==> config.mk <==
export PLATFORM = sky130hd
export DESIGN_NAME = tia_video
export DESIGN_NICKNAME = d
export VERILOG_FILES = /design/src/logic/tia_pkg.sv /design/src/logic/tia_video.sv /design/src/logic/tia_color_lum.sv /design/src/logic/tia_playfield.sv /design/src/logic/tia_horizontal_timing.sv /design/src/logic/tia_write_registers.sv
export SDC_FILE = /design/constraint.sdc
export NUM_CORES = 1
export LEC_CHECK = 0
export ABC_CLOCK_PERIOD_IN_PS = 3400
export BUFFER_PORTS_ARGS = -buffer_cell sky130_fd_sc_hd__buf_2
export CAP_MARGIN = 10
export CORE_ASPECT_RATIO = 2
export CORE_MARGIN = 2
export CORE_UTILIZATION = 60
export DETAILED_ROUTE_END_ITERATION = 12
export GPL_TIMING_DRIVEN = 0
export PLACE_DENSITY_LB_ADDON = 0.3
export REMOVE_ABC_BUFFERS = 1
export SYNTH_ARGS = -nofsm -noshare
export SYNTH_HDL_FRONTEND = slang
export SYNTH_SLANG_ARGS = --single-unit
==> constraint.sdc <==
create_clock -name clk -period 3.4 [get_ports clk]
set_clock_uncertainty 0.2 [all_clocks]
set_input_delay 0.68 -clock clk [delete_from_list [all_inputs] [get_ports clk]]
set_output_delay 0.68 -clock clk [all_outputs]
set_load 0.005 [all_outputs]
==> src/logic/tia_pkg.sv <==
`default_nettype none

package tia_pkg;

  typedef logic [7:0] hpos_t;
  typedef logic [2:0] lum_t;
  typedef logic [3:0] color_t;

  // write addresses
  localparam logic [5:0] addr_vsync  = 6'h00;
  localparam logic [5:0] addr_vblank = 6'h01;
  localparam logic [5:0] addr_wsync  = 6'h02;
  localparam logic [5:0] addr_colup0 = 6'h06;
  localparam logic [5:0] addr_colup1 = 6'h07;
  localparam logic [5:0] addr_colupf = 6'h08;
  localparam logic [5:0] addr_colubk = 6'h09;
  localparam logic [5:0] addr_ctrlpf = 6'h0a;
  localparam logic [5:0] addr_pf0    = 6'h0d;
  localparam logic [5:0] addr_pf1    = 6'h0e;
  localparam logic [5:0] addr_pf2    = 6'h0f;

  // horizontal decode points, in colour clocks
  localparam hpos_t line_clocks = 8'd228;
  localparam hpos_t hsync_start = 8'd20;
  localparam hpos_t hsync_end   = 8'd36;
  localparam hpos_t hblank_end  = 8'd68;
  localparam hpos_t half_line   = 8'd148;  // first clock of right half

  typedef struct packed {
    color_t hue;
    lum_t   lum;
    logic   unused;
  } color_view_t;

  // bit 1 is score for CTRLPF, the level for VSYNC/VBLANK
  typedef struct packed {
    logic [5:0] unused;
    logic       flag;
    logic       reflect;
  } ctrl_view_t;

  typedef union packed {
    color_view_t color;
    ctrl_view_t  ctrl;
    logic [7:0]  raw;  // playfield graphics bytes
  } write_word_u;

endpackage

`default_nettype wire
==> src/logic/tia_video.sv <==
`timescale 1ns/1ps
`default_nettype none

module tia_video (
  input  wire                  clk,
  input  wire                  rst,
  input  wire [5:0]            a,
  input  wire [7:0]            d,
  input  wire                  we,
  output tia_pkg::lum_t        l,
  output tia_pkg::color_t      c,
  output logic                 blk_bar,
  output logic                 syn,
  output logic                 rdy
);

  logic            vsync, vblank, wsync_req, reflect, score;
  tia_pkg::lum_t   colup0_l, colup1_l, colupf_l, colubk_l;
  tia_pkg::color_t colup0_c, colup1_c, colupf_c, colubk_c;
  logic [19:0]     pf20;
  tia_pkg::hpos_t  hpos;
  logic            hsync, hblank, right_half, pf_bit;

  tia_write_registers write_registers (
    .clk(clk), .rst(rst), .a(a), .d(d), .we(we),
    .vsync(vsync), .vblank(vblank), .wsync_req(wsync_req),
    .reflect(reflect), .score(score),
    .colup0_l(colup0_l), .colup0_c(colup0_c),
    .colup1_l(colup1_l), .colup1_c(colup1_c),
    .colupf_l(colupf_l), .colupf_c(colupf_c),
    .colubk_l(colubk_l), .colubk_c(colubk_c),
    .pf20(pf20)
  );

  tia_horizontal_timing horizontal_timing (
    .clk(clk), .rst(rst), .wsync_req(wsync_req),
    .hpos(hpos), .hsync(hsync), .hblank(hblank),
    .right_half(right_half), .rdy(rdy)
  );

  tia_playfield playfield (
    .hpos(hpos), .right_half(right_half), .pf20(pf20),
    .reflect(reflect), .pf_bit(pf_bit)
  );

  tia_color_lum color_lum (
    .clk(clk), .rst(rst), .pf_bit(pf_bit), .right_half(right_half),
    .hblank(hblank), .vblank(vblank), .vsync(vsync), .hsync(hsync),
    .score(score),
    .colup0_l(colup0_l), .colup0_c(colup0_c),
    .colup1_l(colup1_l), .colup1_c(colup1_c),
    .colupf_l(colupf_l), .colupf_c(colupf_c),
    .colubk_l(colubk_l), .colubk_c(colubk_c),
    .l(l), .c(c), .blk_bar(blk_bar), .syn(syn)
  );

endmodule

`default_nettype wire

==> src/logic/tia_color_lum.sv <==
`timescale 1ns/1ps
`default_nettype none

module tia_color_lum (
  input  wire                  clk,
  input  wire                  rst,
  input  wire                  pf_bit,
  input  wire                  right_half,
  input  wire                  hblank,
  input  wire                  vblank,
  input  wire                  vsync,
  input  wire                  hsync,
  input  wire                  score,
  input  wire tia_pkg::lum_t   colup0_l,
  input  wire tia_pkg::color_t colup0_c,
  input  wire tia_pkg::lum_t   colup1_l,
  input  wire tia_pkg::color_t colup1_c,
  input  wire tia_pkg::lum_t   colupf_l,
  input  wire tia_pkg::color_t colupf_c,
  input  wire tia_pkg::lum_t   colubk_l,
  input  wire tia_pkg::color_t colubk_c,
  output tia_pkg::lum_t        l,
  output tia_pkg::color_t      c,
  output logic                 blk_bar,
  output logic                 syn
);

  tia_pkg::lum_t   pix_l;
  tia_pkg::color_t pix_c;

  always_comb begin
    if (pf_bit && score && right_half) begin
      pix_l = colup1_l;
      pix_c = colup1_c;
    end else if (pf_bit && score) begin
      pix_l = colup0_l;
      pix_c = colup0_c;
    end else if (pf_bit) begin
      pix_l = colupf_l;
      pix_c = colupf_c;
    end else begin
      pix_l = colubk_l;  // background
      pix_c = colubk_c;
    end
  end

  always_ff @(posedge clk) begin
    if (rst) begin
      l       <= '0;
      c       <= '0;
      blk_bar <= 1'b0;
      syn     <= 1'b0;
    end else begin
      syn <= hsync | vsync;
      if (hblank || vblank) begin
        l       <= '0;
        c       <= '0;
        blk_bar <= 1'b0;
      end else begin
        l       <= pix_l;
        c       <= pix_c;
        blk_bar <= 1'b1;
      end
    end
  end

endmodule

`default_nettype wire

==> src/logic/tia_playfield.sv <==
`timescale 1ns/1ps
`default_nettype none

module tia_playfield (
  input  wire tia_pkg::hpos_t hpos,
  input  wire                 right_half,
  input  wire [19:0]          pf20,
  input  wire                 reflect,
  output logic                pf_bit
);

  tia_pkg::hpos_t col;
  logic [5:0]     slot;
  logic [5:0]     rel;
  logic           in_blank;

  assign in_blank = (hpos < tia_pkg::hblank_end);
  assign col      = hpos - tia_pkg::hblank_end;  // picture column 0..159
  assign slot     = col[7:2];                    // four clocks per playfield bit

  always_comb begin
    if (!right_half) begin
      rel = slot;
    end else if (reflect) begin
      rel = 6'd39 - slot;  // mirror image
    end else begin
      rel = slot - 6'd20;
    end
  end

  assign pf_bit = !in_blank && pf20[rel[4:0]];

endmodule

`default_nettype wire

==> src/logic/tia_horizontal_timing.sv <==
`timescale 1ns/1ps
`default_nettype none

module tia_horizontal_timing (
  input  wire            clk,
  input  wire            rst,
  input  wire            wsync_req,
  output tia_pkg::hpos_t hpos,
  output logic           hsync,
  output logic           hblank,
  output logic           right_half,
  output logic           rdy
);

  logic line_end;

  assign line_end = (hpos == tia_pkg::line_clocks - 8'd1);

  always_ff @(posedge clk) begin
    if (rst) begin
      hpos <= '0;
    end else if (line_end) begin
      hpos <= '0;
    end else begin
      hpos <= hpos + 8'd1;
    end
  end

  // cpu halt until the next line starts
  always_ff @(posedge clk) begin
    if (rst) begin
      rdy <= 1'b1;
    end else if (wsync_req) begin
      rdy <= 1'b0;  // a late wsync waits a full line
    end else if (line_end) begin
      rdy <= 1'b1;
    end
  end

  // windows decoded at fixed counter states
  assign hblank     = (hpos < tia_pkg::hblank_end);
  assign hsync      = (hpos >= tia_pkg::hsync_start) && (hpos < tia_pkg::hsync_end);
  assign right_half = (hpos >= tia_pkg::half_line);

endmodule

`default_nettype wire

==> src/logic/tia_write_registers.sv <==
`timescale 1ns/1ps
`default_nettype none

module tia_write_registers (
  input  wire                  clk,
  input  wire                  rst,
  input  wire [5:0]            a,
  input  wire tia_pkg::write_word_u d,
  input  wire                  we,
  output logic                 vsync,
  output logic                 vblank,
  output logic                 wsync_req,
  output logic                 reflect,
  output logic                 score,
  output tia_pkg::lum_t        colup0_l,
  output tia_pkg::color_t      colup0_c,
  output tia_pkg::lum_t        colup1_l,
  output tia_pkg::color_t      colup1_c,
  output tia_pkg::lum_t        colupf_l,
  output tia_pkg::color_t      colupf_c,
  output tia_pkg::lum_t        colubk_l,
  output tia_pkg::color_t      colubk_c,
  output logic [19:0]          pf20
);

  logic [7:0] d_rev;

  // PF1 is shown msb first
  always_comb begin
    for (int i = 0; i < 8; i++) begin
      d_rev[i] = d.raw[7 - i];
    end
  end

  assign wsync_req = we && (a == tia_pkg::addr_wsync);  // strobe only, nothing kept

  always_ff @(posedge clk) begin
    if (rst) begin
      vsync    <= 1'b0;
      vblank   <= 1'b0;
      reflect  <= 1'b0;
      score    <= 1'b0;
      colup0_l <= '0;
      colup0_c <= '0;
      colup1_l <= '0;
      colup1_c <= '0;
      colupf_l <= '0;
      colupf_c <= '0;
      colubk_l <= '0;
      colubk_c <= '0;
      pf20     <= '0;
    end else if (we) begin
      case (a)
        tia_pkg::addr_vsync:  vsync  <= d.ctrl.flag;
        tia_pkg::addr_vblank: vblank <= d.ctrl.flag;
        tia_pkg::addr_colup0: begin
          colup0_l <= d.color.lum;
          colup0_c <= d.color.hue;
        end
        tia_pkg::addr_colup1: begin
          colup1_l <= d.color.lum;
          colup1_c <= d.color.hue;
        end
        tia_pkg::addr_colupf: begin
          colupf_l <= d.color.lum;
          colupf_c <= d.color.hue;
        end
        tia_pkg::addr_colubk: begin
          colubk_l <= d.color.lum;
          colubk_c <= d.color.hue;
        end
        tia_pkg::addr_ctrlpf: begin
          reflect <= d.ctrl.reflect;
          score   <= d.ctrl.flag;
        end
        tia_pkg::addr_pf0: pf20[3:0]   <= d.raw[7:4];  // low nibble unused
        tia_pkg::addr_pf1: pf20[11:4]  <= d_rev;
        tia_pkg::addr_pf2: pf20[19:12] <= d.raw;
        default: ;
      endcase
    end
  end

endmodule

`default_nettype wire

# Word level (Yosys, flattened, before mapping)
# Cells that the tools add are included.
# Widths: inputs -> output; s select.
# word_totals
inputBits	17
ff_bits	70
out_inout_bits	10
word_cells	76
# classes
add_sub_neg	4
muxes	13
bitwise_logic	1
n_eq_ne	11
order_cmp	5
reduce_logical	21
# op_table
op	n
$eq 6x4->1 const B	6
$reduce_and 2->1	10
$eq 6x3->1 const B	2
$mux 4	3
$mux 5	2
$mux 3	3
$add 8x1->8 const B	1
$eq 8x8->1 const B	1
$ge 8x5->1 const B	1
$ge 8x8->1 const B	1
$lt 8x6->1 const B	1
$lt 8x7->1 const B	1
$sub 7x7->7 const B	1
$eq 6x1->1 const B	1
$eq 6x2->1 const B	1
$logic_not 6->1	1
$lt 5x6->1 const B	1
$bmux 1 s5	1
$logic_and 1x1->1	5
$sub 3x5->5 const A	1
$sub 5x5->5 const B	1
$mux 1	4
$reduce_or 2->1	2
$reduce_bool 2->1	1
3 further kinds	3

# Longest topological paths before layout
# logic_depth
word_depth	10
ltp_mapped	11
depth_no_buf	11

# Hierarchy
# A second synthesis with hierarchy kept.
# unflattened
cells_unflattened	365
hier_area_um2	3633.5
# modules_own_cells
mod	area_each_um2	n_inst	cells_per_inst
tia_write_registers	2157.1	1	198
tia_playfield	596.8	1	69
tia_horizontal_timing	460.4	1	54
tia_color_lum	419.2	1	44

# Least setup slack after synthesis
# No wires, ideal clock.
# synth_timing
kind	register -> register
from	register horizontal_timing.hpos[2]
to	register color_lum.c[0]
stages_incl_launch_ff	12
t_required_ns	3.084
setup_ns	0.116
setup_slack_ns	0.421
arrival_ns	2.663
synth_period_minus_slack_ns	2.979
n_path_buf	0
path_cell_list	dfxtp_1 -> inv_1 -> ha_1 -> xnor2_1 -> ha_1 -> nor2b_1 -> or3_4 -> a221oi_4 -> a21oi_2 -> a32o_2 -> o21ai_1 -> nand2_1
# synth_via
elab_chain_len	10
# synth_lines
item	line	text
start: declaration	tia_horizontal_timing.sv:8	output tia_pkg::hpos_t hpos,
start signal: assignment	tia_horizontal_timing.sv:25	hpos <= hpos + 8'd1;
$sub 7x7->7	tia_playfield.sv:18	assign col = hpos - tia_pkg::hblank_end;
$sub 5x5->5 or $sub 3x5->5 (tied branches)	tia_playfield.sv:27, tia_playfield.sv:25	
$mux 5	tia_playfield.sv:24	end else if (reflect) begin
$mux 5	tia_playfield.sv:22	if (!right_half) begin
$bmux 1 s5	tia_playfield.sv:31	assign pf_bit = !in_blank && pf20[rel[4:0]];
$mux 1 (implied by the code)	tia_playfield.sv:31	
$logic_and 1x1->1	tia_playfield.sv:31	
$mux 4 or $logic_and 1x1->1 (tied branches)	tia_color_lum.sv:38, tia_color_lum.sv:32, tia_color_lum.sv:35	
$mux 4 or $logic_and 1x1->1 (tied branches)	tia_color_lum.sv:35, tia_color_lum.sv:32	
$mux 4	tia_color_lum.sv:32	if (pf_bit && score && right_half) begin
end signal: assignment	tia_color_lum.sv:61	c <= pix_c;
end: declaration	tia_color_lum.sv:23	output tia_pkg::color_t c,
# Several ways; a longest one is shown, not always the timed one. The select of a mux whose other input is x is not followed.
# A chain may end at the register's enable or synchronous reset.

# Worst setup path after layout
# layout_timing
from	register horizontal_timing.hpos[3]
to	register color_lum.c[2]
# The elaborated chain is that of the path after synthesis.

==> flow_results.org <==
** Clock tree
- CTS hold repair buffers :: 0
- Clock tree synthesis inserted a total of 9 buffers.
- Largest buffer count on any clock path :: 2
- H-tree lvl count :: 3
- Root Buffer Master :: clkbuf_16
- The clock net in this run drives a total of 70 sinks.
- TritonCTS built the clock tree.
- Clock-pin slew was measured on the worst setup and hold paths at 0.06 ns.
- For the worst-skew pair, the clock arrives at the later sink with an insertion delay of approximately 0.34 ns.

** Timing
- The final hold violation count was 0.
- After layout, the worst path uses a little over nine tenths of the clock period.
- RSZ-0062 raised after global routing :: no
- Slew Limit Fails :: 0
- After layout, the minimum clock period comes to 3.21 ns.
- At the pin with the least slew margin, the transition time is about 1.0 ns.
- Maximum frequency from static timing analysis :: 312 MHz
- Slew headroom :: between 30% and 40%
- Setup violations remaining at the end of the flow were counted as 0.

** Drt
- In the final routed layout, each cell accounts on average for about 18 um.
- The first TritonRoute pass finished after 5 iterations.
- In the routed design, unresolved DRC markers number 0.
- Routed vias :: between 2000 and 3000
- Total Wirelength :: 8590 um
- After the first detailed-routing iteration, the DRC count stood at 112.
- Dividing the detail-routed via count by the number of cells gives between 6 and 7.
- Final antenna-violating net count :: 0

** Place
- At the end of routability-driven placement, the weighted congestion stood at roughly 0.84.
- After detailed placement, the design holds a cell count of 450.
- Summed over all nets, the half-perimeter wirelength after detailed placement is between 5000 and 6000 um.
- Port-buffer cells :: 26
- Post-Place Cell Area :: ~0.0037 mm^2

** Synth
- During synthesis, Yosys emitted a total of 0 warnings.
- Post-synth cell types :: 63
- Yosys mapped a number of flops with a built-in enable equal to 0.
- Most frequently used flop master after synthesis :: dfxtp_1
- Combined area of all synthesized cells :: ~0.0035 mm^2
- Part of the Yosys area used for sequential elements :: about two fifths
- After synthesis, the share of flip-flops with an asynchronous set or reset is 0%.
- The cell count after synthesis came out at 381.
- Mean instance size in the synthesized netlist :: a little over 9 um^2
- Counting flops and latches in the post-synthesis netlist gives 70.

** Pwr
- VDD sags by at most approximately 550 uV.
- Internal power comes to around 0.0016 W.
- In this run the static leakage power is approximately 1.7 nW.
- Switching share of total power :: around 22%
- Part of the total power dissipated in sequential elements :: between 40% and 50%
- In this run, the clock network consumes between 50% and 60% of the power.
- In this run, the combinational gates consume between 5 and 6% of the power.
- Power density over cell area :: a little under 500 mW/mm^2
- Sw Pwr :: between 0.0004 and 0.0005 W

** Setup path
- STA classifies the critical path startpoint as a flop.
- Critical path start-end classification :: reg -> reg
- Worst path buffer plus inverter count :: 1
- Critical Path End Type :: flop
- The worst register-to-register path has a depth of 10.
- Along the worst path, the maximum fanout reaches 8.
- Arr. time, crit path :: ~3.2 ns
- Ordered cell list for the critical path :: inv_1 > ha_2 > or2b_1 > a311o_2 > nand2_1 > mux2_1 > o211a_1 > a32o_2 > o21ai_1 > nand2_1
- Data on the critical path is required at its endpoint by approximately 3.4 ns.
- Crit. Startpoint :: horizontal_timing.hpos[3]
- Setup slack on the worst reg-to-reg path comes out at between 0.15 and 0.2 ns.
- Crit path max-delay cell type :: dfxtp_1
- Crit path top cell by count :: nand2_1
- Slowest stage delay, CP :: between 0.4 and 0.5 ns
- In this run the critical register-to-register path is captured at color_lum.c[2].
- Broken down by cell family, the worst path's largest delay share belongs to compound AO/OA/AOI/OAI gates.
- RR Startpoint :: horizontal_timing.hpos[3]

** Floorplan
- From bottom edge to top edge, the die measures approximately 110 um.
- 27 I/O pins were placed.
- Row generation in the floorplan step produced 39 rows.
- The die covers between 0.006 and 0.007 mm^2.
- Die Wd :: 58.3 um
- Initial Util :: between 60% and 70%
- Area inside the core boundary :: 0.00571 mm^2

** Worst hold path
- Counting instances, the worst hold path has a depth of 1.
- Worst hold endpoint :: horizontal_timing.hpos[0]
- The min-delay analysis places its worst path in the category reg -> reg.
- In this run the most critical hold path is launched from horizontal_timing.hpos[0].

** Global routing
- The initial antenna violation count came to 0.
- After global routing the overflow that remains totals 0.
- Entering global routing, the biggest net connects 57 pins.
- The first global-routing pass estimated 14200 um of wire.
- Total GRT Usage :: between 20% and 30%
- Vias in the first global route :: approximately 3000

** Layout
- The finished layout holds roughly 470 standard cells, fillers aside.
- In the final design database the tool counted around 430 nets.
- For this run, the share of the core covered by cells in the final layout is roughly 70%.
- From synthesis to final layout, the design area changed by 14.4%.
- Fraction of layout instances using a drive strength above 1 :: between 10% and 20%
- Design Area, Final :: around 0.0041 mm^2
- 0 antenna diodes ended up in the layout.
- The layout has 425 filler cells.

** Run status
- Status :: finished clean

** Flow run
- The tool flagged a number of max-cap violations equal to 0.
through the flow:
| stage | total power [W] | hold WS, ns | worst slack (ns) | setup TNS [ns] |
|---|---|---|---|---|
| after floorplan | 0.000913 | 0.230 | 0.331 | 0 |
| after global placement | 0.000956 | 0.247 | -0.207 | -1.32 |
| after detailed placement | 0.000959 | 0.254 | -0.300 | -1.89 |
| after CTS | 0.00200 | 0.263 | 0.0363 | 0 |
| after global routing | 0.00204 | 0.282 | 0.0379 | 0 |
| final | 0.00199 | 0.262 | 0.194 | 0 |
routing by layer:
| metal | vias up | global-route usage (%) | share of wire [%] |
|---|---|---|---|
| met1 | 1394 | 27.7 | 34 |
| met4 | 0 | 22.2 | 7.5 |
| met5 | - | 0 | 0 |
| met2 | 78 | 50.9 | 55 |
| met3 | 38 | 6.91 | 3.5 |
| li1 | 1392 | - | - |
cell usage after synthesis (all sizes together), types with 2 or more instances:
library cell	count	area (um^2)
nor2	83	322
dfxtp	70	1400
mux2i	64	641
nand2	18	67.6
clkbuf	13	48.8
nand4	13	81.3
o21ai	13	68.8
inv	10	37.5
nand3	10	55.1
xnor2	9	97.6
a211oi	8	65.1
ha	7	87.6
nor3	6	41.3
buf	5	37.5
a21oi	4	23.8
and3	3	18.8
mux2	3	33.8
nand2b	3	18.8
nor3b	3	33.8
or3	3	23.8
a311oi	2	23.8
nand3b	2	15.0
nor2b	2	15.0
o211a	2	20.0
o211ai	2	15.0
o31ai	2	20.0
or2	2	12.5
worst max path at each step:
stage	end	slack, ns	cells after the start
after floorplan	color_lum.c[0]	0.33	10
after global routing	color_lum.c[2]	0.04	10
after global placement	color_lum.l[1]	-0.21	10
after CTS	color_lum.l[0]	0.04	10
final	color_lum.c[2]	0.19	10
after detailed placement	color_lum.l[0]	-0.30	10
flip-flops by register name (all words and copies together) (netlist names):
name                      cells
write_registers.vsync         1
write_registers.reflect       1
color_lum.syn                 1
write_registers.colubk_c      4
horizontal_timing.hpos        8
write_registers.colup0_l      3
write_registers.vblank        1
write_registers.colubk_l      3
write_registers.colupf_l      3
write_registers.colup1_c      4
horizontal_timing.rdy         1
write_registers.score         1
color_lum.l                   3
write_registers.colup1_l      3
write_registers.colupf_c      4
color_lum.blk_bar             1
write_registers.pf20         20
color_lum.c                   4
write_registers.colup0_c      4
layout make-up:
class                   instances  area [um^2]  share of cell area (%)
well taps                      61         76.3                    1.88
flip-flops and latches         70         1400                    34.7
repair buffers                 29          153                    3.77
inverters                      11         41.3                    1.02
clock buffers                  12          256                    6.33
multi-input cells             282         2040                    50.4
clock inverters                 4         77.6                    1.91
cell usage in the layout (no fill, tap or decap), types with 3 or more instances in the layout:
cell type	instances
nand4_1	13
nor2_1	81
buf_2	26
mux2i_1	64
o21ai_0	5
a211oi_1	7
inv_1	10
clkbuf_16	9
nand3_1	9
dfxtp_1	68
xnor2_1	7
o21ai_1	7
buf_4	3
nand2b_1	3
ha_1	6
a21oi_1	3
and3_1	3
nor3_1	5
nand2_1	18
power groups by stage:
stage	Combinational (W)	Clock [W]	Sequential, W
after global routing	0.000126	0.00108	0.000833
final	0.000115	0.00104	0.000833
after floorplan	0.0000642	0	0.000849
after detailed placement	0.000109	0	0.000850
after global placement	0.000107	0	0.000850
after CTS	0.000111	0.00105	0.000833
kinds of logic after synthesis:
group / after synthesis / synth area share (%)
AOI/OAI and AO/OA: 45 / 10.9
muxes: 68 / 19.7
buffers and inverters: 29 / 3.60
adders and majority gates: 7 / 2.47
DFF: 70 / 39.6
and+or+nand+nor: 152 / 20.8
xor gates and xnor gates: 10 / 3.00
what timing repair did:
action,CTS,global route
hold endpoints to repair,0,0
endpoints found under the setup margin,7,7
setup buffers,0,3
pin swaps,0,1
gates resized for setup,3,3
Note: power is estimated with default switching activity, not from simulation.
